===== config.mk =====
export PLATFORM = sky130hd
export DESIGN_NAME = header_fifo
export DESIGN_NICKNAME = d
export VERILOG_FILES = /design/src/wfd_pkg.sv /design/src/header_fifo.sv
export SDC_FILE = /design/constraint.sdc
export NUM_CORES = 1
export LEC_CHECK = 0
export BUFFER_PORTS_ARGS = -buffer_cell sky130_fd_sc_hd__buf_2
export CORE_MARGIN = 2
export CORE_UTILIZATION = 50
export DETAILED_ROUTE_END_ITERATION = 12
export GPL_ROUTABILITY_DRIVEN = 0
export PLACE_DENSITY = 0.64
export SETUP_SLACK_MARGIN = 0.2
export SLEW_MARGIN = 25
export SYNTH_ARGS = -nofsm -noshare
export SYNTH_HDL_FRONTEND = slang
export SYNTH_SLANG_ARGS = --single-unit

===== constraint.sdc =====
create_clock -name clk125 -period 12 [get_ports clk125]
set_input_delay 1.2 -clock clk125 [delete_from_list [all_inputs] [get_ports clk125]]
set_output_delay 1.2 -clock clk125 [all_outputs]
set_load 0.01 [all_outputs]

===== src/wfd_pkg.sv =====
package wfd_pkg;

  typedef logic [31:0] word_t;       // one word on either stream or in the buffer
  typedef logic [25:0] raw_pair_t;   // {sample b, sample a}, 13 bits each

  localparam int HDR_WORDS = 4;      // header words per event

  // opcode sits in bits 31:24 of a command header word
  typedef enum logic [7:0] {
    OP_REG_WRITE  = 8'h01,
    OP_REG_READ   = 8'h02,
    OP_EVENT_READ = 8'h03
  } opcode_e;

  typedef enum logic [7:0] {
    ST_OK       = 8'h00,
    ST_EMPTY    = 8'h01,           // no event waiting
    ST_BAD_OP   = 8'h02,
    ST_BAD_ADDR = 8'h03
  } status_e;

  typedef enum logic [7:0] {
    REG_BUFFER_SIZE    = 8'h00,
    REG_CHANNEL_NUM    = 8'h01,
    REG_POST_TRIG_SIZE = 8'h02,
    REG_INIT_TRIG_NUM  = 8'h03,
    REG_CUR_TRIG_NUM   = 8'h04     // read only
  } reg_addr_e;

  typedef enum logic [1:0] {IDLE, FILL, POST, HEADER} acq_state_e;

  typedef struct packed {
    opcode_e   opcode;
    reg_addr_e addr;
    word_t     value;              // second word, register write only
  } cmd_t;

  // register block towards the acquisition controller
  typedef struct packed {
    word_t buffer_size;            // words read out per event
    word_t channel_num;
    word_t post_trig_size;         // words written after the trigger
    word_t initial_trig_num;
    logic  trig_num_we;            // one-cycle load of the trigger number
  } acq_cfg_t;

  typedef struct packed {
    word_t data;
    logic  last;                   // final item of a reply
  } rsp_item_t;

endpackage


===== src/header_fifo.sv =====
`timescale 1ns/10ps
module header_fifo #(
  parameter int HDR_DEPTH = 16
) (
  input  logic                           clk125,
  input  logic                           arst_n,
  input  logic                           push,
  input  wfd_pkg::word_t                 push_word,
  input  logic                           pop,
  output wfd_pkg::word_t                 pop_word,
  output logic                           empty,
  output logic [$clog2(HDR_DEPTH+1)-1:0] free_slots
);
  import wfd_pkg::*;

  localparam int PTR_W = $clog2(HDR_DEPTH);
  localparam int CNT_W = $clog2(HDR_DEPTH+1);

  word_t            mem [HDR_DEPTH];
  logic [PTR_W-1:0] wr_ptr;
  logic [PTR_W-1:0] rd_ptr;
  logic [CNT_W-1:0] count;    // words held
  logic             do_push;
  logic             do_pop;

  assign do_push = push && (count != CNT_W'(HDR_DEPTH));  // full fifo drops the word
  assign do_pop  = pop && (count != '0);

  assign empty      = (count == '0);
  assign free_slots = CNT_W'(HDR_DEPTH) - count;
  assign pop_word   = mem[rd_ptr];  // head word falls through

  always_ff @(posedge clk125) begin
    if (do_push) begin
      mem[wr_ptr] <= push_word;
    end
  end

  always_ff @(posedge clk125 or negedge arst_n) begin
    if (!arst_n) begin
      wr_ptr <= '0;
      rd_ptr <= '0;
      count  <= '0;
    end else begin
      if (do_push) begin
        wr_ptr <= (wr_ptr == PTR_W'(HDR_DEPTH-1)) ? '0 : wr_ptr + 1'b1;
      end
      if (do_pop) begin
        rd_ptr <= (rd_ptr == PTR_W'(HDR_DEPTH-1)) ? '0 : rd_ptr + 1'b1;
      end
      count <= count + CNT_W'(do_push) - CNT_W'(do_pop);
    end
  end

endmodule


==> flow_summary.toml, run 1 <==
[sta]
hold_viol = 0
finalSetupTns_ps = 0
final-setup-viol-count = 0
post-route-period-util_pct = 43.46
slew_violations = 0
fmax_mhz = 191.7
slew_headroom_pct = 31.38
fin_skew_ps = 19.80
worstMarginPinSlew_ps = 1029
rsz0062_at_grt = "no"
period_minus_slack_ps = 5216

[clock_tree]
tritoncts = "built"
numCtsBuffers = 53
cts_resized = 0
cts.sinks = 525
holdBufCountCts = 0
postCtsSetupBuffers = 0
cts_root_buf = "clkbuf_16"
clk_pin_slew_ps = 60
htreeDepth = 2
clkLatencyLatePin_ps = 600
cts_buffer_depth = 3

[grt]
grt_pass1_vias = 9787
grt_max_degree = 70
antenna_found_initial = 0
grt_usage_pct = 20.45
grt_overflow = 0
grt_pass1_wl_um = 62800

[place]
hpwlAfterDp_um = 22440
place.port_buffers = 73
place_area_um2 = 21560

[synthesis]
ys_warn_count = 0
yosys-top-cells-area = "edfxtp_1 (75%), mux4_2 (8.3%), mux2i_1 (4.7%), mux4_1 (2.6%), dfrtp_1 (1.6%)"
ys_seq_elements = 525
synth_area_um2 = 20510
avgSynthCellArea_um2 = 21.34
synthDistinctLibCells = 32
synth_nets = 1013
netlist_instances = 961
synth_top_area_share_pct = 74.97
yosysSeqAreaShare_pct = 76.56
synth_top_area_cell = "edfxtp_1"

[floorplan]
num_io_pins = 74
dieArea_um2 = 42650
core_area_um2 = 40650
die_x_um = 206.5
start_util_pct = 50.45
chipHeight_um = 206.5
core.rowCount = 74

[power]
power_density_nw_per_um2 = 231.1
ir_worst_vdd_v = 0.0001549
power_uw = 5390
leakage_uw = 0.007692

[finish]
area_growth_pct = 13.75
nets = 1109
fin_util_pct = 57.39
drive_above_1_share_pct = 25.02
fin_area_um2 = 23330

[setup_path]
reg2reg_depth = 8
path_buf_inv = 3
critical_path_class = "flop to output pin"
slowest_stage = "dfrtp_4"
timing.rr.end = "mem[3][0]$_DFFE_PP_"
crit_path_end_kind = "output pin"
cp_data_required_time_ps = 10800
path_cells = "buf_4, buf_6, mux2i_1, a22oi_1, mux2i_1, o21ai_1, buf_2"
crit_family = "buffers and inverters"
reg2reg_from = "count[2]$_DFF_PN0_"
arrival_ps = 4020
cpPeakStageDelay_ps = 880
critical_path.startpoint_type = "flop"
critPathLaunch = "rd_ptr[1]$_DFFE_PN0P_"
crit_path_frequent_cell = "mux2i_1"
critPathMaxFanout = 69
worst-r2r-setup-slack_ps = 8330

[routing]
antenna_left = 0
postRouteWirelength_um = 42450
initialDrtViolationCount = 969
drc = 0
vias = 9675
drt_first_pass_iters = 5
vias_per_cell = 5.928
routed_wire_length_per_instance_um = 26.01

[flow_run]
drv_cap = 0

[run_status]
status = "completed"

[worst_hold_path]
hold_path_class = "input port to async pin"
routing by layer:
metal	global-route usage, %	up-vias	part of all wire (%)
li1	-	4224	-
met2	32.64	315	48
met3	3.327	61	5.9
met5	0	-	0
met1	29.39	5075	44
met4	6.097	0	2.0
report_power, final:
group | internal, uW | switching (uW) | total, uW | leakage [uW]
clock network | 947 | 685 | 1630 | 0.000829
registers | 2200 | 107 | 2310 | 0.00478
logic | 605 | 844 | 1450 | 0.00209
sequential cells by signal, indices dropped and copies added (netlist names):
name    flops
mem       512
count       5
wr_ptr      4
rd_ptr      4
worst max path at each step:
stage	endpoint	slack, ps	cells past startpoint
floorplan	mem[3][0]$_DFFE_PP_	7580	4
global placement	pop_word[20]	7050	7
detailed placement	pop_word[20]	7000	7
CTS	pop_word[20]	6350	7
global route	pop_word[20]	6520	7
finish	pop_word[20]	6780	7
placed cells by master, fill, tap and decap left out, types with 4 or more instances in the layout:
cell,count
a21oi_1,4
a22oi_1,32
a32oi_1,32
buf_2,73
buf_4,20
bufinv_16,6
clkbuf_1,11
clkbuf_16,53
clkinv_1,8
clkinv_2,8
clkinvlp_4,5
dfrtp_1,10
edfxtp_1,512
ha_1,15
inv_1,13
mux2i_1,97
mux4_1,20
mux4_2,76
nand2_1,10
nor2_4,13
o21ai_0,5
o21ai_1,32
xnor2_1,6
cell usage after synthesis, drive strengths merged:
cell type	number
edfxtp	512
mux2i	97
mux4	96
buf	38
o21ai	37
a22oi	32
a32oi	32
clkbuf	19
ha	15
nor2	15
dfrtp	13
inv	13
nand2	10
xnor2	6
a21oi	4
nor2b	4
nor3	4
nand3	3
and2	2
nand2b	2
xor2	2
fa	1
mux2	1
nand4	1
o21bai	1
o41ai	1
through the flow:
| stage | hold slack, ps | setup slack, ps | instances |
|---|---|---|---|
| 2_1_floorplan | 523.3 | 7581 | 961 |
| 3_3_place_gp | 548.2 | 7054 | 1531 |
| 3_5_place_dp | 556.4 | 7000 | 1533 |
| 4_1_cts | 488.7 | 6347 | 1630 |
| 5_1_grt | 508.5 | 6516 | 1631 |
| 6_report | 500.6 | 6784 | 1632 |
kinds of logic (layout without fill, tap and decap cells):
| logic type | Yosys count | in the layout | share of synthesized area (%) |
|---|---|---|---|
| flip-flops | 525 | 525 | 76.56 |
| multiplexers | 194 | 194 | 15.70 |
| AO/OA/AOI/OAI | 107 | 107 | 3.618 |
| buffers and inverters | 70 | 208 | 1.867 |
| AND/OR/NAND/NOR | 41 | 41 | 0.9030 |
| adder cells (fa/ha/maj) | 16 | 16 | 1.013 |
| XOR/XNOR | 8 | 8 | 0.3417 |
| other | 0 | 1 | 0 |
area by class of cell:
cell class                      count  area [um2]
Tap cell                          532       665.6
Timing Repair Buffer               98       613.1
Sequential cell                   525       15710
Multi-Input combinational cell    366        4563
Clock buffer                       64        1368
Fill cell                        2972       17320
Inverter                           13       48.80
Clock inverter                     33       354.1
Antenna cell                        1       2.502
No activity file was read; power rests on OpenSTA's default activity.
==> inputs of run 2 (changes only) <==
--- a/config.mk
+++ b/config.mk
@@ -5,12 +5,13 @@
 export SDC_FILE = /design/constraint.sdc
 export NUM_CORES = 1
 export LEC_CHECK = 0
+export ABC_AREA = 1
 export BUFFER_PORTS_ARGS = -buffer_cell sky130_fd_sc_hd__buf_2
 export CORE_MARGIN = 2
 export CORE_UTILIZATION = 50
 export DETAILED_ROUTE_END_ITERATION = 12
 export GPL_ROUTABILITY_DRIVEN = 0
-export PLACE_DENSITY = 0.64
+export PLACE_DENSITY = 0.63
 export SETUP_SLACK_MARGIN = 0.2
 export SLEW_MARGIN = 25
 export SYNTH_ARGS = -nofsm -noshare
==> constraint.sdc (replaced) <==
create_clock -name clk125 -period 5 [get_ports clk125]
set_input_delay 0.5 -clock clk125 [delete_from_list [all_inputs] [get_ports clk125]]
set_output_delay 0.5 -clock clk125 [all_outputs]
set_load 0.01 [all_outputs]
==> run 2 against run 1 <==
Effect of this change:
- combinational power grew to 3.1 times the previous value
- largest power group unchanged
- sequential power grew 140%
- clock skew shrank 7.9 ps
- highest routed layer unchanged
- sequential share of layout area shrank 7.0 points
- final cell count grew 84%
- non-clock buffer count grew 9
==> flow_summary.toml, run 2 <==
[finish]
instances_no_fill = 3000
area_growth_pct = 12.33
top_register = "mem"
largest_register_ffs = 512
drive_above_1_share_pct = 9.167
nets = 2409
largest_registers = "mem (512), count (5)"
fin_util_pct = 57.07
n_antenna_cell = 0
final_cell_mix = "nand2_1 (783), edfxtp_1 (512), inv_1 (482)"
multi_input_area_um2 = 5120
register_area_um2 = 15710
fill_cells = 3806
final_common_cell = "nand2_1"

[floorplan]
die_x_um = 219.2
dieArea_um2 = 48050
chipHeight_um = 219.2
core_area_um2 = 45580
num_io_pins = 74
core.rowCount = 78
start_util_pct = 50.81

[grt]
grt_overflow = 0
grt_pass1_wl_um = 83450
grt_usage_pct = 22.91
grt_pass1_vias = 14980
antenna_found_initial = 0
grt_max_degree = 97

[clock_tree]
cts_root_buf = "clkbuf_16"
tritoncts = "built"
numCtsBuffers = 54
htreeDepth = 2
cts_buffer_depth = 3
cts_resized = 0
clkLatencyLatePin_ps = 600
cts.sinks = 525
clk_pin_slew_ps = 60

[sta]
slew_violations = 0
finalSetupTns_ps = 0
hold_viol = 0
rsz0062_at_grt = "no"
period_minus_slack_ps = 3697
worst_slack_ps = 1303
slew_headroom_pct = 28.62
fin_skew_ps = 11.87
post-route-period-util_pct = 73.94
fmax_mhz = 270.5
final-setup-viol-count = 0
worstMarginPinSlew_ps = 1071
holdWs_ps = 295.4

[routing]
drt_first_pass_iters = 5
antenna_left = 0
initialDrtViolationCount = 1268
drc = 0
vias = 15040
postRouteWirelength_um = 53150
routed_wire_length_per_instance_um = 17.72
vias_per_cell = 5.012

[synthesis]
synth_edf_count = 512
yosysSeqAreaShare_pct = 67.80
synth_top_family_by_area = "simple AND/OR/NAND/NOR gates"
synthXorXnorAreaFrac_pct = 0.3404
synthFlopType = "edfxtp_1"
synthDistinctLibCells = 23
ys_async_sr_fraction_pct = 2.476
ys_warn_count = 0
synthTopCellsByCount = "nand2_1 (783), edfxtp_1 (512), inv_1 (484), nand3_1 (325), buf_2 (66)"
muxShareOfSynthArea_pct = 0
synthSimpleGateAreaFrac_pct = 20.08
yosys-top-cells-area = "edfxtp_1 (66%), nand2_1 (13%), inv_1 (7.8%), nand3_1 (7.0%), buf_2 (1.4%)"
avgSynthCellArea_um2 = 10.08
synth_nets = 2349
synth_area_um2 = 23160
ys_seq_elements = 525
synthAdderAreaFrac_pct = 0.8969
synth_top_area_cell = "edfxtp_1"
yosysMostFrequentCell = "nand2_1"
netlist_instances = 2297
synth_compound_area_share_pct = 0.2377
synth_top_area_share_pct = 66.39

[setup_path]
arrival_ps = 3200
critical_path_class = "flop to output pin"
crit_family = "buffers and inverters"
path_buf_inv = 2
crit_path_frequent_cell = "nand3_1"
critical_path.startpoint_type = "flop"
critPathMaxFanout = 81
cp_data_required_time_ps = 4500
worst-r2r-setup-slack_ps = 1650
path_cells = "buf_4, nand3_1, nand3_1, nand3_1, nand2_1, buf_2"
cpPeakStageDelay_ps = 950
crit_path_end_kind = "output pin"
slowest_stage = "buf_4"

[flow_run]
drv_cap = 0

[power]
leakage_uw = 0.01158
ir_worst_vdd_v = 0.0003786
power_density_nw_per_um2 = 535.2

[place]
place.port_buffers = 73
hpwlAfterDp_um = 30000
pre_cts_ws_ps = 1647
dp.cells = 2900

[run_status]
status = "completed"

[worst_hold_path]
hold_path_class = "input port to flop"
## run 2: area by class of cell
cell class | instances | area share, %
flip-flops and latches | 525 | 60.39
repair buffers | 107 | 3.218
inverters | 504 | 7.311
clock inverters | 30 | 1.025
multi-input cells | 1165 | 19.68
clock buffers | 69 | 5.488
well taps | 600 | 2.886
## run 2: kinds of logic (layout without fill, tap and decap cells)
logic type	count (synthesis)	after routing
xor+xnor	9	9
fa+ha+maj	16	16
simple gates	1130	1130
buf+inv	607	710
flops	525	525
compound gates	10	10
## run 2: worst paths after layout
path | from | endpoint | cells past startpoint
setup / recovery | rd_ptr[1]$_DFFE_PN0P_ | pop_word[15] | 6
hold / removal | push_word[10] | mem[3][10]$_DFFE_PP_ | 1
setup reg to reg | count[2]$_DFF_PN0_ | mem[8][0]$_DFFE_PP_ | 9
hold reg to reg | count[0]$_DFF_PN0_ | count[0]$_DFF_PN0_ | 1
max in group asynchronous | arst_n | rd_ptr[0]$_DFFE_PN0P_ | 2
min in group asynchronous | arst_n | count[0]$_DFF_PN0_ | 2
## run 2: layer usage
metal	global-route usage [%]	wire length, um	part of all wire (%)
met2	38.51	25510	48
met3	3.895	3115	5.9
met4	6.306	1228	2.3
met5	0	0	0
met1	30.86	23300	44
## run 2: metrics by stage
stage / instance area [um2] / total power (uW)
finish: 26010 / 13920
CTS: 26010 / 14060
global placement: 24060 / 10040
detailed placement: 24300 / 10170
global route: 26010 / 14740
floorplan: 23160 / 8633
## run 2: what timing repair did
| action | CTS | global route |
|---|---|---|
| buffers inserted | 0 | 0 |
| hold buffers | 1 | 0 |
| endpoints found under the hold margin | 13 | 0 |
## run 2: power breakdown
part | internal, uW | leakage, uW | switching (uW)
Clock | 2220 | 0.000822 | 1660
Combinational | 1380 | 0.00598 | 3110
Sequential | 5280 | 0.00478 | 281
