==> src/wfd_pkg.sv <==
package wfd_pkg;

  typedef logic [31:0] word_t;       // one word on either stream or in the buffer
  typedef logic [25:0] raw_pair_t;   // {sample b, sample a}, 13 bits each

  localparam int HDR_WORDS = 4;      // header words per event

  // opcode sits in bits 31:24 of a command header word
  typedef enum logic [7:0] {
    OP_REG_WRITE  = 8'h01,
    OP_REG_READ   = 8'h02,
    OP_EVENT_READ = 8'h03
  } opcode_e;

  typedef enum logic [7:0] {
    ST_OK       = 8'h00,
    ST_EMPTY    = 8'h01,           // no event waiting
    ST_BAD_OP   = 8'h02,
    ST_BAD_ADDR = 8'h03
  } status_e;

  typedef enum logic [7:0] {
    REG_BUFFER_SIZE    = 8'h00,
    REG_CHANNEL_NUM    = 8'h01,
    REG_POST_TRIG_SIZE = 8'h02,
    REG_INIT_TRIG_NUM  = 8'h03,
    REG_CUR_TRIG_NUM   = 8'h04     // read only
  } reg_addr_e;

  typedef enum logic [1:0] {IDLE, FILL, POST, HEADER} acq_state_e;

  typedef struct packed {
    opcode_e   opcode;
    reg_addr_e addr;
    word_t     value;              // second word, register write only
  } cmd_t;

  // register block towards the acquisition controller
  typedef struct packed {
    word_t buffer_size;            // words read out per event
    word_t channel_num;
    word_t post_trig_size;         // words written after the trigger
    word_t initial_trig_num;
    logic  trig_num_we;            // one-cycle load of the trigger number
  } acq_cfg_t;

  typedef struct packed {
    word_t data;
    logic  last;                   // final item of a reply
  } rsp_item_t;

endpackage

==> src/cmd_decode.sv <==
`timescale 1ns/10ps
module cmd_decode (
  input  logic           clk125,
  input  logic           arst_n,
  input  wfd_pkg::word_t rx_data,
  input  logic           rx_tvalid,
  input  logic           rx_tlast,
  output logic           rx_tready,
  output wfd_pkg::cmd_t  cmd,
  output logic           cmd_valid,
  input  logic           cmd_take
);
  import wfd_pkg::*;

  logic [1:0] word_idx;    // 0 header, 1 value, 2 ignored tail
  logic       rx_fire;
  logic       valid_next;

  assign rx_fire    = rx_tvalid && rx_tready;
  assign valid_next = cmd_take ? 1'b0 : (cmd_valid || (rx_fire && rx_tlast));

  // command words
  always_ff @(posedge clk125) begin
    if (rx_fire) begin
      case (word_idx)
        2'd0: begin
          cmd.opcode <= opcode_e'(rx_data[31:24]);  // unknown codes kept for the executor
          cmd.addr   <= reg_addr_e'(rx_data[7:0]);
          cmd.value  <= '0;
        end
        2'd1: cmd.value <= rx_data;
        default: cmd.value <= cmd.value;  // words past the value are dropped
      endcase
    end
  end

  always_ff @(posedge clk125 or negedge arst_n) begin
    if (!arst_n) begin
      word_idx  <= '0;
      cmd_valid <= 1'b0;
      rx_tready <= 1'b0;
    end else begin
      cmd_valid <= valid_next;
      rx_tready <= !valid_next;   // closed while a command waits
      if (rx_fire) begin
        if (rx_tlast) begin
          word_idx <= '0;
        end else if (word_idx != 2'd2) begin
          word_idx <= word_idx + 1'b1;
        end
      end
    end
  end

endmodule

==> config.mk <==
export PLATFORM = sky130hd
export DESIGN_NAME = cmd_decode
export DESIGN_NICKNAME = d
export VERILOG_FILES = /design/src/wfd_pkg.sv /design/src/cmd_decode.sv
export SDC_FILE = /design/constraint.sdc
export NUM_CORES = 1
export LEC_CHECK = 0
export BUFFER_PORTS_ARGS = -buffer_cell sky130_fd_sc_hd__buf_2
export CORE_ASPECT_RATIO = 0.5
export CORE_UTILIZATION = 35
export DETAILED_ROUTE_END_ITERATION = 12
export PLACE_DENSITY_LB_ADDON = 0.12
export SETUP_SLACK_MARGIN = 0.4
export SYNTH_ARGS = -nofsm -noshare
export SYNTH_HDL_FRONTEND = slang
export SYNTH_SLANG_ARGS = --single-unit
==> constraint.sdc <==
create_clock -name clk125 -period 3.5 [get_ports clk125]
set_input_delay 0.7 -clock clk125 [delete_from_list [all_inputs] [get_ports clk125]]
set_output_delay 0.7 -clock clk125 [all_outputs]
set_load 0.05 [all_outputs]
==> impl_results.md, run 1 <==
* Root buffer cell: clkbuf_8
* Largest net degree at the start of global routing at 34
* Slowest stage delay, CP at 0.67 ns
* Worst-Margin Slew at 0.8756 ns
* Worst setup SP type: flop
* Longest Clk Path Bufs at 2
* Worst slew margin at 41.49%
* # Post-CTS Setup Buffers at 0
* Vias in the first global route at 1022
* Die Width at 105.6 um
* Gr ovfl total at 0
* Synth Cell Area at 0.001877 mm^2
* Via count at 1123
* Worst-Skew Late Latency at 0.30 ns
* GRT Util Overall at 11.86%
* Routed Antenna Nets at 0
* Cells after Synth at 106
* GPL Wtd Cong at 0.6594
* Syn nets at 146
* Outcome: completed
* Core Rows at 18
* I/O pins at 87
* Total Wirelength at 3.356 mm
* Sequential-to-total area share from yosys stat at 82.13%
* FMAX at 0.4858 GHz
* Die height at 53.78 um
* Final period util at 58.81%
* Mean Syn Cell Area at 17.71 um^2
* Max cap viols at 0
* Die area at 0.005677 mm^2
* Max Clock Skew at 0.004836 ns
* Pwr Density at 816.1 mW/mm^2
* DRC Markers at 0
* DRT iter0 DRCs at 30
* Critical Path AT at 1.98 ns
* CTS tree: built
* Diode count at 0
* Hold Fails Final Rpt at 0
* Clock period minus worst slack at 2.058 ns
* Core ar. at 0.005045 mm^2
* Crit. End Element: flop
* Worst-path fanout max at 33
* CP cell instances: inv_1 -> ha_1 -> buf_4 -> nor2_1 -> nor2_4
* Final net count at 237
* RSZ-0062 raised after global routing: no
* DR WL/cell at 12.52 um
* Layout Cells excl Fill at 268
* Worst path bufs/invs at 2
* Initial Util at 37.20%
* Total negative slack at 0 ns
* HP Class: in -> async
* Seq cells post-synth at 52
* Clk slew on worst S/H paths at 0.09 ns
* Synth Warn # at 0
* CP required at 3.43 ns
* First-pass GRT wire length at 4.767 mm
* Kind of critical path: reg -> reg
* H-tree depth at 2
* P&R area growth vs syn at 32.07%
* TritonCTS Buffers at 5
* VDD IR max at 319.4 uV
* Via-per-instance ratio at 4.190
* Number of port buffers at 86
* Setup violators final at 0
* Initial antenna violation count at 0
* Resized Gates After CTS at 0
* CTS Hold Bufs at 0
* CTS sink cnt at 52
* Synth unique cells at 16
* Count of pins over their slew limit at 0
* Placed cells at 260
* Cell family with most CP delay: simple AND/OR/NAND/NOR gates
* Share of layout cells above drive strength 1 at 48.48%
* Pre-Repair DR Iteration Count at 4
* Max stage delay cell, worst path: nor2_4
* Lkg Pwr at 1.067 nW
through the flow:
step                      setup WS, ns  total power, mW  cell area (um^2)  util, %  hold WS (ns)
final                            1.442            2.023              2479    49.13        0.1899
after detailed placement         1.382            1.732              2399    47.54        0.5116
after floorplan                 0.8059            1.539              1877        -        0.4044
after global placement           1.426            1.719              2399    47.54        0.5088
after global routing             1.234            2.118              2479    49.13        0.1758
after CTS                        1.361            2.054              2479    49.13        0.1794
power breakdown:
part           leakage [nW]  internal (mW)  switching, mW
Clock                0.0399          0.140          0.179
Combinational         0.515          0.163          0.631
Sequential            0.512          0.874         0.0361
Total                  1.07           1.18          0.846
synthesized netlist by cell type:
cell type,instances,area [um^2]
inv_1,4,15.01
or2_2,1,6.260
and3_2,1,7.510
edfxtp_1,48,1441
nand2_2,1,6.260
o21ai_0,2,10.01
and2b_1,1,7.510
a31oi_1,1,6.260
nand2_1,1,3.750
ha_1,3,37.54
nor2_1,2,7.510
dfrtp_1,4,100.1
clkbuf_1,3,11.26
o41ai_1,1,8.760
and2_1,32,200.2
or4_1,1,7.510
routing by layer:
layer	vias up	global-route usage, %	part of all wire (%)	routed length, um
met3	5	4.843	7.4	250
met5	-	0	0	0
met4	0	4.861	1.1	37
li1	555	-	-	-
met1	522	13.55	41	1378
met2	41	20.61	50	1689
cell usage in the layout (no fill, tap or decap), drive strengths merged, types with 2 or more instances in the layout:
cell    Yosys  final
clkbuf      3      7
dfrtp       4      4
edfxtp     48     48
inv         4      4
and2       32     32
ha          3      3
nand2       2      2
o21ai       2      2
buf         0     87
nor2        2      2
sequential cells by signal, summed over array words and instances (netlist names):
register / count
cmd_valid: 1
cmd: 48
word_idx: 2
rx_tready: 1
final cells by class:
cell class / instances / area [um^2]
repair buffers: 87 / 437.9
flip-flops and latches: 52 / 1541
multi-input cells: 47 / 316.6
fillers: 464 / 2566
well taps: 70 / 87.58
clock buffers: 7 / 76.32
inverters: 4 / 15.01
clock inverters: 1 / 3.754
cell families after synthesis:
kind of cell,synth area share (%)
AO/OA/AOI/OAI,1.334
flip-flops,82.13
buffers and inverters,1.400
AND/OR/NAND/NOR,13.13
adder cells (fa/ha/maj),2.000
worst paths after layout:
| path | start | endpoint | slack [ns] | depth (start not counted) |
|---|---|---|---|---|
| setup / recovery | word_idx[1]$_DFFE_PN0P_ | cmd[16]$_SDFFCE_PP0P_ | 1.44 | 5 |
| hold / removal | arst_n | rx_tready$_DFF_PN0_ | 0.19 | 1 |
| setup reg to reg | word_idx[1]$_DFFE_PN0P_ | cmd[16]$_SDFFCE_PP0P_ | 1.44 | 5 |
| hold reg to reg | word_idx[1]$_DFFE_PN0P_ | word_idx[1]$_DFFE_PN0P_ | 0.57 | 2 |
| max in group asynchronous | arst_n | word_idx[0]$_DFFE_PN0P_ | 3.19 | 1 |
| min in group clk125 | word_idx[1]$_DFFE_PN0P_ | word_idx[1]$_DFFE_PN0P_ | 0.57 | 2 |
Power figures use the tool's default switching activity.
==> run 2, diff against run 1 <==
Settings changed: ABC_AREA from default to 1.
Clock period 3.5 ns to 1.7 ns, I/O delays scaled along.
==> run 2 against run 1 <==
Clock power grew to 3.4 times the previous value. Register-to-register slack lost 1.1 ns. Clock skew shrank 0.0012 ns. Design area grew 19%. Cell count grew 24%. Combinational power grew 120%. Routed wire length grew 12%. Global-route usage grew 1.6 points. Sequential power grew 96%. Critical endpoint is now cmd[6]$_SDFFCE_PP0P_. Largest cell class unchanged. Largest power group unchanged.
==> impl_results.md, run 2 <==
* Die height at 55.41 um (+3.0%)
* Cells after Synth at 149 (+41%)
* Max Clock Skew at 0.003674 ns (-0.001162 ns)
* Critical Path AT at 1.38 ns (-0.60 ns)
* Most common cell in the netlist: edfxtp_1
* CP cell instances: inv_2 -> ha_4 -> nor2_4 -> nor2_4 -> buf_4 -> buf_16
* Max stage delay cell, worst path: dfrtp_1
* Routed Antenna Nets at 0 (unchanged)
* Pre-Repair DR Iteration Count at 4 (unchanged)
* Clock period minus worst slack at 1.376 ns (-0.6823 ns)
* Max reg flops at 48 (unchanged)
* Final net count at 297 (+25%)
* Synth unique cells at 11 (-5)
* Vias in the first global route at 1254 (+23%)
* P&R area growth vs syn at 47.24%
* Outcome: completed
* DR WL/cell at 11.35 um (-9.3%)
* H-tree depth at 2 (unchanged)
* Slowest stage delay, CP at 0.42 ns (-0.25 ns)
* Clk slew on worst S/H paths at 0.06 ns (-0.03 ns)
* Hold WS at 0.2419 ns (+0.05200 ns)
* Sequential-to-total area share from yosys stat at 77.19% (-4.9 points)
* Kind of critical path: reg -> reg
* Commonest cells post-synth: 48 x edfxtp_1, 41 x inv_1, 35 x nand2_1, 6 x nand2_2, 5 x nor2_1
* FMAX at 0.7267 GHz (+50%)
* Setup violators final at 0 (unchanged)
* Die area at 0.006030 mm^2 (+6.2%)
* Root buffer cell: clkbuf_16
* Post-synth top area share at 72.18% (-4.6 points)
* Syn nets at 189 (+29%)
* RSZ-0062 raised after global routing: yes
* Most frequent cells in the layout: 85 x buf_2, 48 x edfxtp_1, 39 x inv_1, 34 x nand2_1
* Area of the multi-input gates at 290.3 um^2 (-8.3%)
* Commonest non-fill, non-tap cell in the layout: buf_2
* Count of pins over their slew limit at 0 (unchanged)
* Total Wirelength at 3.758 mm (+12%)
* Top FF cell, synth: edfxtp_1
* Post-synth EDFFs at 48 (unchanged)
* Filler cells at 491 (+5.8%)
* DRC Markers at 0 (unchanged)
* CP required at 1.71 ns (-1.72 ns)
* I/O pins at 87 (unchanged)
* VDD IR max at 661.7 uV (+110%)
* Worst slew margin at 82.82% (+41 points)
* GPL Wtd Cong at 0.6906 (+4.7%)
* Via count at 1344 (+20%)
* DRT iter0 DRCs at 43 (+43%)
* Worst-Margin Slew at 0.2577 ns (-0.6179 ns)
* Yosys top cell by area: edfxtp_1
* Die Width at 108.8 um (+3.1%)
* Lkg Pwr at 1.516 nW (+42%)
* Most frequent CP cell: nor2_4
* Total negative slack at 0 ns (unchanged)
* Largest net degree at the start of global routing at 33 (-2.9%)
* Crit. End Element: flop
* GRT Util Overall at 13.50% (+1.6 points)
* Pwr Density at 1586 mW/mm^2 (+94%)
* Top post-synthesis cells by area: edfxtp_1 72%, inv_1 7.7%, nand2_1 6.6%, dfrtp_1 5.0%, ha_1 1.9%
* Seq cells post-synth at 52 (unchanged)
* Synth Warn # at 0 (unchanged)
* Hold depth at 1
* Final period util at 80.94% (+22 points)
* TritonCTS Buffers at 5 (unchanged)
* Largest regs: cmd: 48 flops, word_idx: 2 flops
* Util after Layout at 53.54% (+4.4 points)
* Gr ovfl total at 0 (unchanged)
* CTS sink cnt at 52 (unchanged)
* Synth Cell Area at 0.001997 mm^2 (+6.4%)
* Worst-path fanout max at 6 (-82%)
* Initial Util at 36.36% (-0.84 points)
* Hold Fails Final Rpt at 0 (unchanged)
* DP HPWL at 2.538 mm
* HP Class: in -> reg
* Max cap viols at 0 (unchanged)
* Mean Syn Cell Area at 13.40 um^2 (-24%)
* Ys async rst share at 7.692% (unchanged)
* Diode count at 0 (unchanged)
* Number of port buffers at 86 (unchanged)
* Longest Clk Path Bufs at 2 (unchanged)
* Worst setup SP type: flop
* Reg2reg path depth at 6 (+1)
* Register area at 0.001543 mm^2 (about the same)
* Share of layout cells above drive strength 1 at 48.84% (+0.35 points)
* Initial antenna violation count at 0 (unchanged)
* Core Rows at 19 (+1)
* Core ar. at 0.005492 mm^2 (+8.9%)
* Biggest register: cmd
* Via-per-instance ratio at 4.060 (-3.1%)
* CTS tree: built
* First-pass GRT wire length at 5.851 mm (+23%)
* Worst-Skew Late Latency at 0.28 ns (-0.02 ns)
run 2: changes by cell type in the layout (fill, tap and decap cells not counted), sizes merged, moves of 2 or more:
| cell | previous run | this run |
|---|---|---|
| nand2 | 2 | 41 |
| and2 | 32 | 0 |
| o21ai | 2 | 0 |
| nor2 | 2 | 5 |
| buf | 87 | 103 |
| nand3 | 0 | 3 |
| inv | 4 | 41 |
run 2: power breakdown:
group          switching, mW  internal, mW
sequential            0.0643          1.72
clock                  0.411         0.692
combinational           1.22         0.559
run 2: critical path: cells and delay by family (launching register included):
family                   cells  cell delay [ns]
AND/OR/NAND/NOR              2             0.17
adder cells (fa/ha/maj)      1             0.15
flip-flops                   1             0.42
buffers and inverters        3             0.36
run 2: kinds of logic after synthesis:
kind of cell             share of synthesized area [%]
buffers and inverters                            10.78
adder cells (fa/ha/maj)                          1.880
AND/OR/NAND/NOR                                  10.15
flip-flops                                       77.19
run 2: metal layers:
| layer | global-route usage (%) | part of all wire, % | wire, um | up-vias |
|---|---|---|---|---|
| li1 | - | - | - | 677 |
| met1 | 17.20 | 46 | 1728 | 615 |
| met2 | 20.52 | 45 | 1696 | 47 |
| met3 | 4.841 | 7.5 | 281 | 5 |
| met4 | 6.371 | 1.4 | 51 | 0 |
| met5 | 0 | 0 | 0 | - |
run 2: path summary, 6_finish.rpt:
path,endpoint,slack [ns],startpoint
min in group asynchronous,word_idx[0]$_DFFE_PN0P_,0.39,arst_n
min,cmd[35]$_DFFE_PP_,0.24,rx_data[3]
max in group asynchronous,rx_tready$_DFF_PN0_,1.18,arst_n
max reg2reg,cmd[6]$_SDFFCE_PP0P_,0.32,word_idx[0]$_DFFE_PN0P_
max,cmd[6]$_SDFFCE_PP0P_,0.32,word_idx[0]$_DFFE_PN0P_
min reg2reg,rx_tready$_DFF_PN0_,0.54,cmd_valid$_DFF_PN0_
run 2: cell type report:
class	instances	share of cell area [%]
Clock inverter	2	1.191
Tap cell	73	3.106
Inverter	41	5.234
Timing Repair Buffer	105	23.74
Sequential cell	52	52.47
Multi-Input combinational cell	52	9.872
Clock buffer	6	4.383
run 2: through the flow:
| stage | total power, mW | instance area (um^2) | setup WS, ns | cells |
|---|---|---|---|---|
| 4_1_cts | 4.683 | 2910 | 0.3447 | 327 |
| 3_5_place_dp | 3.284 | 2531 | 0.2505 | 308 |
| 2_1_floorplan | 2.989 | 2028 | 0.01837 | 149 |
| 5_1_grt | 4.903 | 2940 | 0.2696 | 331 |
| 6_report | 4.664 | 2940 | 0.3239 | 331 |
| 3_3_place_gp | 3.264 | 2531 | 0.2843 | 308 |
run 2: timing repair:
action                                 4_1_cts  5_1_grt
setup buffers                                7        4
resized for setup                           12        5
hold buffers                                 1        0
setup endpoints to repair                   77       79
endpoints found under the hold margin        4        0
cloned                                       3        0
pin swaps                                    3        4
