File: config.mk
export PLATFORM = sky130hd
export DESIGN_NAME = reply_format
export DESIGN_NICKNAME = d
export VERILOG_FILES = /design/src/wfd_pkg.sv /design/src/reply_format.sv
export SDC_FILE = /design/constraint.sdc
export NUM_CORES = 1
export LEC_CHECK = 0
export ABC_CLOCK_PERIOD_IN_PS = 6200
export BUFFER_PORTS_ARGS = -buffer_cell sky130_fd_sc_hd__buf_2
export CORE_MARGIN = 1
export CORE_UTILIZATION = 50
export CTS_BUF_LIST = sky130_fd_sc_hd__clkbuf_4
export DETAILED_ROUTE_END_ITERATION = 10
export PLACE_DENSITY = 0.74
export SLEW_MARGIN = 20
export SYNTH_ARGS = -nofsm -noshare
export SYNTH_HDL_FRONTEND = slang
export SYNTH_SLANG_ARGS = --single-unit
File: constraint.sdc
create_clock -name clk125 -period 6.2 [get_ports clk125]
set_input_delay 1.24 -clock clk125 [delete_from_list [all_inputs] [get_ports clk125]]
set_output_delay 1.24 -clock clk125 [all_outputs]
set_load 0.03 [all_outputs]
File: src/wfd_pkg.sv
package wfd_pkg;

  typedef logic [31:0] word_t;       // one word on either stream or in the buffer
  typedef logic [25:0] raw_pair_t;   // {sample b, sample a}, 13 bits each

  localparam int HDR_WORDS = 4;      // header words per event

  // opcode sits in bits 31:24 of a command header word
  typedef enum logic [7:0] {
    OP_REG_WRITE  = 8'h01,
    OP_REG_READ   = 8'h02,
    OP_EVENT_READ = 8'h03
  } opcode_e;

  typedef enum logic [7:0] {
    ST_OK       = 8'h00,
    ST_EMPTY    = 8'h01,           // no event waiting
    ST_BAD_OP   = 8'h02,
    ST_BAD_ADDR = 8'h03
  } status_e;

  typedef enum logic [7:0] {
    REG_BUFFER_SIZE    = 8'h00,
    REG_CHANNEL_NUM    = 8'h01,
    REG_POST_TRIG_SIZE = 8'h02,
    REG_INIT_TRIG_NUM  = 8'h03,
    REG_CUR_TRIG_NUM   = 8'h04     // read only
  } reg_addr_e;

  typedef enum logic [1:0] {IDLE, FILL, POST, HEADER} acq_state_e;

  typedef struct packed {
    opcode_e   opcode;
    reg_addr_e addr;
    word_t     value;              // second word, register write only
  } cmd_t;

  // register block towards the acquisition controller
  typedef struct packed {
    word_t buffer_size;            // words read out per event
    word_t channel_num;
    word_t post_trig_size;         // words written after the trigger
    word_t initial_trig_num;
    logic  trig_num_we;            // one-cycle load of the trigger number
  } acq_cfg_t;

  typedef struct packed {
    word_t data;
    logic  last;                   // final item of a reply
  } rsp_item_t;

endpackage

File: src/reply_format.sv
`timescale 1ns/10ps
module reply_format (
  input  logic               clk125,
  input  logic               arst_n,
  input  wfd_pkg::rsp_item_t item,
  input  logic               item_valid,
  output logic               item_ready,
  output wfd_pkg::word_t     tx_data,
  output logic               tx_tvalid,
  output logic               tx_tlast,
  input  logic               tx_tready
);
  import wfd_pkg::*;

  rsp_item_t  slot [2];   // two-entry ring
  logic       wr_sel;
  logic       rd_sel;
  logic [1:0] count;
  logic       push;
  logic       pop;

  assign item_ready = (count != 2'd2);
  assign push       = item_valid && item_ready;
  assign pop        = tx_tvalid && tx_tready;

  // head entry stays put while the link stalls
  assign tx_tvalid = (count != 2'd0);
  assign tx_data   = slot[rd_sel].data;
  assign tx_tlast  = slot[rd_sel].last;

  always_ff @(posedge clk125) begin
    if (push) begin
      slot[wr_sel] <= item;
    end
  end

  always_ff @(posedge clk125 or negedge arst_n) begin
    if (!arst_n) begin
      wr_sel <= 1'b0;
      rd_sel <= 1'b0;
      count  <= '0;
    end else begin
      if (push) begin
        wr_sel <= !wr_sel;
      end
      if (pop) begin
        rd_sel <= !rd_sel;
      end
      count <= count + 2'(push) - 2'(pop);  // push and pop together keep full rate
    end
  end

endmodule

==> results.json, run 1 <==
{
  "synth_cell_type_count": 17,
  "grtUsageTotal_pct": 17.6,
  "cts.sinks": 70,
  "ys_ff_latch": 70,
  "initial_utilization_pct": 53.4,
  "diodes": 0,
  "period_needed_ns": 3.21,
  "routed_via_density": 5.08,
  "slew_violations": 0,
  "ctsHoldBuffers": 0,
  "ctsLongestPathBuffers": 2,
  "io_buffers": 71,
  "finalWirelength_um": 4490,
  "required_ns": 4.96,
  "grt_overflow_total": 0,
  "arrival_ns": 1.97,
  "reg2reg_to": "slot[0][24]",
  "topRoutingLayerUsed": "met4",
  "syn_to_final_growth_pct": 21.7,
  "setup_violations": 0,
  "num_io_pins": 72,
  "rsz0062_at_grt": "no",
  "reg2reg_depth": 3,
  "cts_buffers": 9,
  "slowest_delay_ns": 0.59,
  "ir_worst_vdd_mv": 0.238,
  "netlist_top_cells_count": "edfxtp_1, mux2_2, buf_2, dfrtp_1",
  "tns_ns": 0,
  "insertion_delay_ns": 0.39,
  "drc": 0,
  "ys_async_sr_fraction_pct": 5.71,
  "grt_antenna_before_repair": 0,
  "grt_pass1_wl_um": 6640,
  "path_class": "reg -> out",
  "cts_tree": "built",
  "finalNetCount": 242,
  "wl_per_cell_um": 16.3,
  "status": "finished, final reports clean",
  "tightest_slew_ns": 0.960,
  "ctsResizeCount": 0,
  "worstHoldEndpoint": "wr_sel",
  "power.leakage_nw": 1.21,
  "coreArea_sq_mm": 0.00488,
  "yosysSeqAreaShare_pct": 79.8,
  "min_from": "wr_sel",
  "netlist.area_leader.share_pct": 76.0,
  "drive_above_1_share_pct": 60.8,
  "gp_congestion": 0.730,
  "path_cells": "buf_4 -> mux2_2 -> buf_2",
  "synth_most_common_cell": "edfxtp_1",
  "hold_path.class": "reg -> reg",
  "cts_setup_buffers": 0,
  "drt-pass1-iter-count": 4,
  "yosys-top-cells-area": "edfxtp_1, mux2_2, dfrtp_1",
  "rows": 25,
  "synth_area_per_cell_sq_um": 20.9,
  "finalHoldViolCount": 0,
  "utilization_pct": 65.1,
  "root_buffer": "clkbuf_4",
  "met2_wirelength_um": 2350,
  "cp-end-kind": "output port",
  "yosys_warnings": 0,
  "synth.cell_area_sq_mm": 0.00261,
  "drtIter0Drc": 37,
  "dieHeight_um": 74.2,
  "synth_edf_count": 66,
  "worstHoldPathCells": 1,
  "grt_pass1_vias": 1460,
  "yosys.area.top_type": "edfxtp_1",
  "routed-via-count": 1401,
  "die_area_sq_mm": 0.00551,
  "max_cap_viol_count": 0,
  "max-slew-margin-rel_pct": 35.9,
  "h-tree-depth": 3,
  "drt-met1-wl_um": 1810,
  "ff2ff_setup_slack_ns": 4.27,
  "syn_inst": 125,
  "r2r-start": "count[0]",
  "clk_pin_slew_ns": 0.10,
  "ys.flop_type": "edfxtp_1",
  "wl_met3_um": 235,
  "cp_slowest_cell": "dfrtp_1",
  "cp-start-kind": "register",
  "synthesis.nets": 163,
  "worstPathMaxFanout": 25,
  "p_per_area_mw_per_mm2": 496,
  "grt_start_max_net_pins": 34,
  "place_hpwl_um": 2980,
  "max_freq_mhz": 312,
  "post-route-period-util_pct": 51.8,
  "die_w_um": 74.2,
  "antenna_left": 0,
  "fin_skew_ns": 0.0120
}
==> power by group <==
group | switching [mW] | internal (mW)
logic | 0.386 | 0.212
registers | 0.0486 | 0.649
clock network | 0.149 | 0.130
==> state kept, by name, summed over array words and instances (netlist names) <==
name,cells
count,2
rd_sel,1
slot,66
wr_sel,1
==> cell type report <==
class | instances | area [sq um]
multi-input combinational | 51 | 513
clock inverter | 5 | 50.0
clock buffer | 11 | 82.6
sequential | 70 | 2080
timing repair buffer | 72 | 363
fill | 378 | 1710
tap | 67 | 83.8
==> cells by family after synthesis <==
group           after synthesis  synth area share (%)
flops                        70                  79.8
mux                          33                  14.3
simple gates                 11                  2.50
buf+inv                       4                 0.768
compound gates                3                  1.15
xor+xnor                      3                  1.01
fa+ha+maj                     1                 0.480
==> cell usage in the layout (no fill, tap or decap), drive strengths merged <==
cell type	n
bufinv	1
nor2	3
mux2	33
dfrtp	4
o21ba	1
or2	1
xnor2	3
buf	72
nand2	2
edfxtp	66
nand2b	1
and3	1
and2b	1
a311oi	1
ha	1
clkinv	4
clkbuf	11
o21ai	1
nand3	1
and4bb	1
==> per-layer routing <==
metal | vias to the layer above | global-route usage [%]
met3 | 8 | 6.50
met4 | 0 | 9.01
met1 | 693 | 19.3
li1 | 654 | -
met2 | 46 | 30.1
met5 | - | 0
==> worst max-delay path by stage <==
stage          slack (ns)        from  cells after the start           to
6_report             2.99      rd_sel                      3  tx_data[10]
5_1_grt              2.85      rd_sel                      3     tx_tlast
2_1_floorplan        3.05  item_valid                      2   slot[0][0]
4_1_cts              2.95      rd_sel                      3     tx_tlast
3_5_place_dp         3.40      rd_sel                      3     tx_tlast
3_3_place_gp         3.43      rd_sel                      3     tx_tlast
==> worst max-delay path, delay by kind of cell (launching register included) <==
kind	cells	cell delay (ns)
buffers and inverters	2	0.59
multiplexers	1	0.39
flip-flops	1	0.59
==> stage by stage <==
stage	setup WS, ns	total power, mW	instance area, sq um	cells	hold WS (ns)
6_report	2.99	1.57	3170	276	0.572
4_1_cts	2.95	1.59	3170	276	0.575
2_1_floorplan	3.05	1.15	2610	125	0.460
5_1_grt	2.85	1.65	3170	276	0.589
3_3_place_gp	3.43	1.29	3040	260	0.532
3_5_place_dp	3.40	1.31	3040	260	0.537
No activity file was read; power rests on OpenSTA's default activity.
==> run 2: changes to the inputs <==
--- a/config.mk
+++ b/config.mk
@@ -5,7 +5,7 @@
 export SDC_FILE = /design/constraint.sdc
 export NUM_CORES = 1
 export LEC_CHECK = 0
-export ABC_CLOCK_PERIOD_IN_PS = 6200
+export ABC_CLOCK_PERIOD_IN_PS = 3100
 export BUFFER_PORTS_ARGS = -buffer_cell sky130_fd_sc_hd__buf_2
 export CORE_MARGIN = 1
 export CORE_UTILIZATION = 50
==> constraint.sdc (replaced) <==
create_clock -name clk125 -period 3.1 [get_ports clk125]
set_input_delay 0.62 -clock clk125 [delete_from_list [all_inputs] [get_ports clk125]]
set_output_delay 0.62 -clock clk125 [all_outputs]
set_load 0.03 [all_outputs]
==> run 2 against run 1 <==
Sequential cell count unchanged. Combinational power up 100%. Non-clock buffer count up 1. Wire length is 5.7% lower. Global-route usage is 0.41 points lower. Sequential power grew 99%. Cell count grew 0.36%. Clock skew decreased by 0.0017 ns. Critical path type unchanged. Setup slack got worse by 2.4 ns. Count of clock-buffer cells in the layout down 2. Via count is 3.4% lower.
==> results.json, run 2 (synthesis results as in run 1) <==
{
  "status": "finished, final reports clean",
  "endpoint": "tx_data[25]",
  "routed-via-count": 1353,
  "max_freq_mhz": 397,
  "drtIter0Drc": 103,
  "slew_violations": 0,
  "rsz0062_at_grt": "no",
  "intPower_mw": 2.04,
  "p_per_area_mw_per_mm2": 1000,
  "path_class": "reg -> out",
  "p_sw_share_pct": 36.3,
  "reg2reg_depth": 3,
  "hold_path.class": "in -> reg",
  "r2r-start": "count[0]",
  "antenna_left": 0,
  "grt_pass1_vias": 1436,
  "cts.sinks": 70,
  "rows": 25,
  "wl_per_cell_um": 15.3,
  "drc": 0,
  "tns_ns": 0,
  "power.leakage_nw": 1.21,
  "diodes": 0,
  "crit_path_start": "rd_sel",
  "drive_above_1_share_pct": 59.5,
  "stdcell_area_sq_mm": 0.00321,
  "finalWirelength_um": 4230,
  "grt_start_max_net_pins": 34,
  "period_needed_ns": 2.52,
  "drt-met1-wl_um": 1780,
  "topRoutingLayerUsed": "met4",
  "h-tree-depth": 3,
  "layout_common_cells": "buf_2, edfxtp_1, mux2_2, clkbuf_4, dfrtp_1",
  "finalNetCount": 243,
  "p_seq_share_pct": 43.2,
  "layout_commonest_cell": "buf_2",
  "largest_reg_flops": 66,
  "grt_overflow_total": 0,
  "arrival_ns": 1.90,
  "ctsResizeCount": 0,
  "syn_to_final_growth_pct": 23.0,
  "p_sw_mw": 1.16,
  "place_hpwl_um": 2930,
  "wl_met3_um": 199,
  "post-route-period-util_pct": 81.4,
  "max-slew-margin-rel_pct": 37.4,
  "tightest_slew_ns": 0.936,
  "die_w_um": 74.2,
  "met2_wirelength_um": 2190,
  "fill_cells": 375,
  "cts_tree": "built",
  "reg2reg_to": "slot[0][18]",
  "grtUsageTotal_pct": 17.2,
  "clk_pin_slew_ns": 0.11,
  "cts_setup_buffers": 0,
  "ir_worst_vdd_mv": 0.891,
  "num_io_pins": 72,
  "max_cap_viol_count": 0,
  "ff2ff_setup_slack_ns": 1.27,
  "grt_pass1_wl_um": 6600,
  "reg_top3": "slot: 66 flops, count: 2 flops",
  "cp-end-kind": "output port",
  "io_buffers": 71,
  "die_area_sq_mm": 0.00551,
  "finalHoldViolCount": 0,
  "clkPwrFrac_pct": 19.4,
  "setup_violations": 0,
  "ctsLongestPathBuffers": 2,
  "required_ns": 2.48,
  "worst_slack_ns": 0.578,
  "insertion_delay_ns": 0.38,
  "power_frac_comb_pct": 37.4,
  "cts_buffers": 9,
  "place_worst_setup_slack_ns": 0.989,
  "fin_skew_ns": 0.0103,
  "place_area_sq_mm": 0.00304,
  "drt-pass1-iter-count": 4,
  "worstPathMaxFanout": 27,
  "gp_congestion": 0.687,
  "initial_utilization_pct": 53.4,
  "regMostFlops": "slot",
  "coreArea_sq_mm": 0.00488,
  "dieHeight_um": 74.2,
  "grt_antenna_before_repair": 0,
  "root_buffer": "clkbuf_4",
  "routed_via_density": 4.88,
  "cp-start-kind": "register"
}
-- run 2: cell types whose count changed in the layout (fill, tap and decap cells not counted), sizes merged --
| cell | change |
|---|---|
| clkbuf | -2 |
| bufinv | +1 |
| clkinvlp | +1 |
| dlygate4sd3 | +1 |
-- run 2: metal layers --
layer  up-vias  GRT usage, %
met5         -             0
met4         0          9.22
met3         9          5.15
met2        45          27.9
met1       646          20.9
li1        653             -
-- run 2: how the worst min path moves through the flow --
| stage | endpoint | cells after the start | slack, ns | from |
|---|---|---|---|---|
| floorplan | count[0] | 0 | 0.32 | arst_n |
| global placement | wr_sel | 1 | 0.43 | arst_n |
| detailed placement | count[0] | 1 | 0.43 | arst_n |
| CTS | wr_sel | 1 | 0.007 | arst_n |
| global route | slot[0][28] | 1 | 0.37 | item[28] |
| finish | slot[1][17] | 1 | 0.42 | item[17] |
-- run 2: repair_timing --
item / in CTS / in global routing
hold buffers: 0 / 1
endpoints found under the hold margin: 0 / 3
setup endpoints to repair: 0 / 0
-- run 2: final cells by class --
cell class                 instances  area (sq um)  area share (%)
sequential                        70          2080            64.9
multi-input combinational         51           513            16.0
timing repair buffer              73           373            11.6
clock inverter                     7          88.8            2.77
tap                               67          83.8            2.61
clock buffer                       9          67.6            2.11
-- run 2: through the flow --
stage                     power [mW]  std cells  util [%]  hold slack (ns)
after global placement          2.59        260      62.3            0.431
after global routing            3.37        277      65.7            0.375
after CTS                       3.24        276      65.5          0.00655
after floorplan                 2.30        125         -            0.324
final                           3.21        277      65.7            0.418
after detailed placement        2.62        260      62.3            0.434
-- run 2: critical path: stages, from the launching register on --
cell	delay [ns]
dfrtp_1	0.54
buf_4	0.40
mux2_2	0.39
buf_2	0.18
-- run 2: power by group through the flow --
stage          clock [mW]  combinational [mW]  sequential (mW)
2_1_floorplan           0               0.931             1.37
3_3_place_gp            0                1.19             1.40
4_1_cts             0.634                1.21             1.39
5_1_grt             0.681                1.28             1.41
6_report            0.623                1.20             1.39
3_5_place_dp            0                1.21             1.41
==> run 3: changes to the inputs <==
--- a/config.mk
+++ b/config.mk
@@ -5,13 +5,14 @@
 export SDC_FILE = /design/constraint.sdc
 export NUM_CORES = 1
 export LEC_CHECK = 0
-export ABC_CLOCK_PERIOD_IN_PS = 3100
+export ABC_AREA = 1
+export ABC_CLOCK_PERIOD_IN_PS = 2300
 export BUFFER_PORTS_ARGS = -buffer_cell sky130_fd_sc_hd__buf_2
 export CORE_MARGIN = 1
-export CORE_UTILIZATION = 50
+export CORE_UTILIZATION = 49
 export CTS_BUF_LIST = sky130_fd_sc_hd__clkbuf_4
 export DETAILED_ROUTE_END_ITERATION = 10
-export PLACE_DENSITY = 0.74
+export PLACE_DENSITY = 0.75
 export SLEW_MARGIN = 20
 export SYNTH_ARGS = -nofsm -noshare
 export SYNTH_HDL_FRONTEND = slang
==> constraint.sdc (replaced) <==
create_clock -name clk125 -period 2.3 [get_ports clk125]
set_input_delay 0.46 -clock clk125 [delete_from_list [all_inputs] [get_ports clk125]]
set_output_delay 0.46 -clock clk125 [all_outputs]
set_load 0.03 [all_outputs]
==> run 3 against run 2 <==
Total power is 42% higher. First-iteration DRC count down 9.7%. Area after synthesis is 2.1% higher. Clock skew decreased by 0.0049 ns. Combinational power up 57%. Design area is 1.9% higher. Non-clock buffer count is 5 higher. Critical path depth rose by 1. Setup slack lost 0.23 ns. Worst hold slack got worse by 0.16 ns. Core utilization is 2.5 points lower. Via count rose by 24%. Highest routed layer unchanged.
==> results.json, run 3 <==
{
  "status": "finished, final reports clean",
  "num_io_pins": 72,
  "hold_path.class": "in -> reg",
  "rows": 26,
  "synth_mux_area_share_pct": 0,
  "grt_overflow_total": 0,
  "synth_edf_count": 66,
  "holdWs_ns": 0.255,
  "ys_ff_latch": 70,
  "ir_worst_vdd_mv": 0.837,
  "max_cap_viol_count": 0,
  "layout_common_cells": "nand2_1, buf_2, edfxtp_1, clkbuf_4, inv_1",
  "place_area_sq_mm": 0.00310,
  "wl_per_cell_um": 11.7,
  "reg_top3": "slot: 66 flops, count: 2 flops",
  "finalNetCount": 324,
  "synth_cell_type_count": 17,
  "synth_top_family_by_area": "simple AND/OR/NAND/NOR gates",
  "ys_async_sr_fraction_pct": 5.71,
  "syn_to_final_growth_pct": 22.8,
  "netlist_top_cells_count": "nand2_1, edfxtp_1, inv_1",
  "coreArea_sq_mm": 0.00517,
  "tightest_slew_ns": 0.352,
  "grt_start_max_net_pins": 35,
  "diodes": 0,
  "place_hpwl_um": 2790,
  "power.leakage_nw": 1.45,
  "intPower_mw": 2.67,
  "synthesis.nets": 242,
  "io_buffers": 71,
  "die_area_sq_mm": 0.00573,
  "place_worst_setup_slack_ns": 0.760,
  "finalWirelength_um": 4230,
  "dieHeight_um": 75.7,
  "drtIter0Drc": 93,
  "drt-pass1-iter-count": 4,
  "h-tree-depth": 3,
  "finalHoldViolCount": 0,
  "cp-end-kind": "output port",
  "root_buffer": "clkbuf_4",
  "stdcell_area_sq_mm": 0.00327,
  "yosys-top-cells-area": "edfxtp_1, nand2_1, dfrtp_1",
  "cts_tree": "built",
  "ctsLongestPathBuffers": 2,
  "ys.flop_type": "edfxtp_1",
  "cts.sinks": 70,
  "synth_compound_area_share_pct": 0.376,
  "period_needed_ns": 1.95,
  "p_per_area_mw_per_mm2": 1390,
  "routed_via_density": 4.65,
  "slew_violations": 0,
  "synth.cell_area_sq_mm": 0.00266,
  "insertion_delay_ns": 0.39,
  "grt_antenna_before_repair": 0,
  "worst_slack_ns": 0.351,
  "die_w_um": 75.7,
  "setup_violations": 0,
  "antenna_left": 0,
  "p_sw_mw": 1.89,
  "power_frac_comb_pct": 41.3,
  "synthAdderAreaFrac_pct": 0.470,
  "p_sw_share_pct": 41.4,
  "ctsHoldBuffers": 1,
  "path_class": "reg -> out",
  "clk_pin_slew_ns": 0.11,
  "synthSimpleGateAreaFrac_pct": 17.2,
  "layout_commonest_cell": "nand2_1",
  "yosys_warnings": 0,
  "required_ns": 1.84,
  "fill_cells": 406,
  "utilization_pct": 63.2,
  "synth_area_per_cell_sq_um": 13.0,
  "drive_above_1_share_pct": 34.4,
  "drc": 0,
  "largest_reg_flops": 66,
  "cts_buffers": 9,
  "cts_setup_buffers": 0,
  "routed-via-count": 1678,
  "synthXorXnorAreaFrac_pct": 0.329,
  "worstPathMaxFanout": 34,
  "yosysSeqAreaShare_pct": 78.2,
  "max-slew-margin-rel_pct": 76.5,
  "fin_skew_ns": 0.00534,
  "gp_congestion": 0.755,
  "netlist.area_leader.share_pct": 74.5,
  "arrival_ns": 1.49,
  "post-route-period-util_pct": 84.7,
  "initial_utilization_pct": 51.5,
  "grt_pass1_wl_um": 6220,
  "p_seq_share_pct": 40.3,
  "grt_pass1_vias": 1457,
  "syn_inst": 204,
  "regMostFlops": "slot",
  "tns_ns": 0,
  "rsz0062_at_grt": "no",
  "clkPwrFrac_pct": 18.4,
  "yosys.area.top_type": "edfxtp_1",
  "ctsResizeCount": 0,
  "grtUsageTotal_pct": 15.8,
  "cp-start-kind": "register",
  "synth_most_common_cell": "nand2_1",
  "max_freq_mhz": 513
}
-- run 3: worst max-delay path, stage by stage, from the launching register on --
cell and delay [ns]:
dfrtp_1 0.44, inv_4 0.30, nand2_1 0.10, nand2_1 0.08
buf_2 0.19
-- run 3: path summary, 6_finish.rpt --
kind	startpoint	to	slack [ns]	cells after the start
worst max-delay path	rd_sel	tx_data[18]	0.35	4
worst min-delay path	item[11]	slot[0][11]	0.25	1
worst max register to register	count[0]	count[1]	0.87	12
worst min register to register	count[0]	count[0]	0.58	1
max in group asynchronous	arst_n	wr_sel	1.79	2
min in group asynchronous	arst_n	count[1]	0.38	2
-- run 3: metal layers --
layer	part of all wire, %	vias up	global-route usage, %
met3	5.3	9	4.63
met4	2.1	0	10.5
met1	41	777	17.1
met2	52	49	27.1
li1	-	843	-
met5	0	-	0
-- run 3: cell families (layout without fill, tap and decap cells) --
logic type	after synthesis	in the layout
adders and majority gates	1	1
buffers and inverters	15	102
xor gates and xnor gates	1	1
DFF	70	70
and+or+nand+nor	115	115
AOI/OAI and AO/OA	2	2
-- run 3: cell type report --
type	count	area [sq um]	share of cell area [%]
Tap cell	70	87.6	2.68
Inverter	8	32.5	0.995
Clock inverter	7	88.8	2.72
Clock buffer	9	67.6	2.07
Sequential cell	70	2080	63.7
Timing Repair Buffer	78	410	12.6
Multi-Input combinational cell	119	500	15.3
-- run 3: metrics by stage --
stage / cells / total power [mW]
CTS: 361 / 4.61
global route: 361 / 4.85
finish: 361 / 4.55
global placement: 344 / 3.74
floorplan: 204 / 3.26
detailed placement: 344 / 3.77
-- run 3: power by group through the flow --
| stage | Sequential, mW | Clock [mW] | Combinational, mW |
|---|---|---|---|
| 5_1_grt | 1.87 | 0.901 | 2.08 |
| 6_report | 1.84 | 0.836 | 1.88 |
| 2_1_floorplan | 1.84 | 0 | 1.42 |
| 4_1_cts | 1.84 | 0.859 | 1.91 |
| 3_5_place_dp | 1.86 | 0 | 1.91 |
| 3_3_place_gp | 1.86 | 0 | 1.88 |
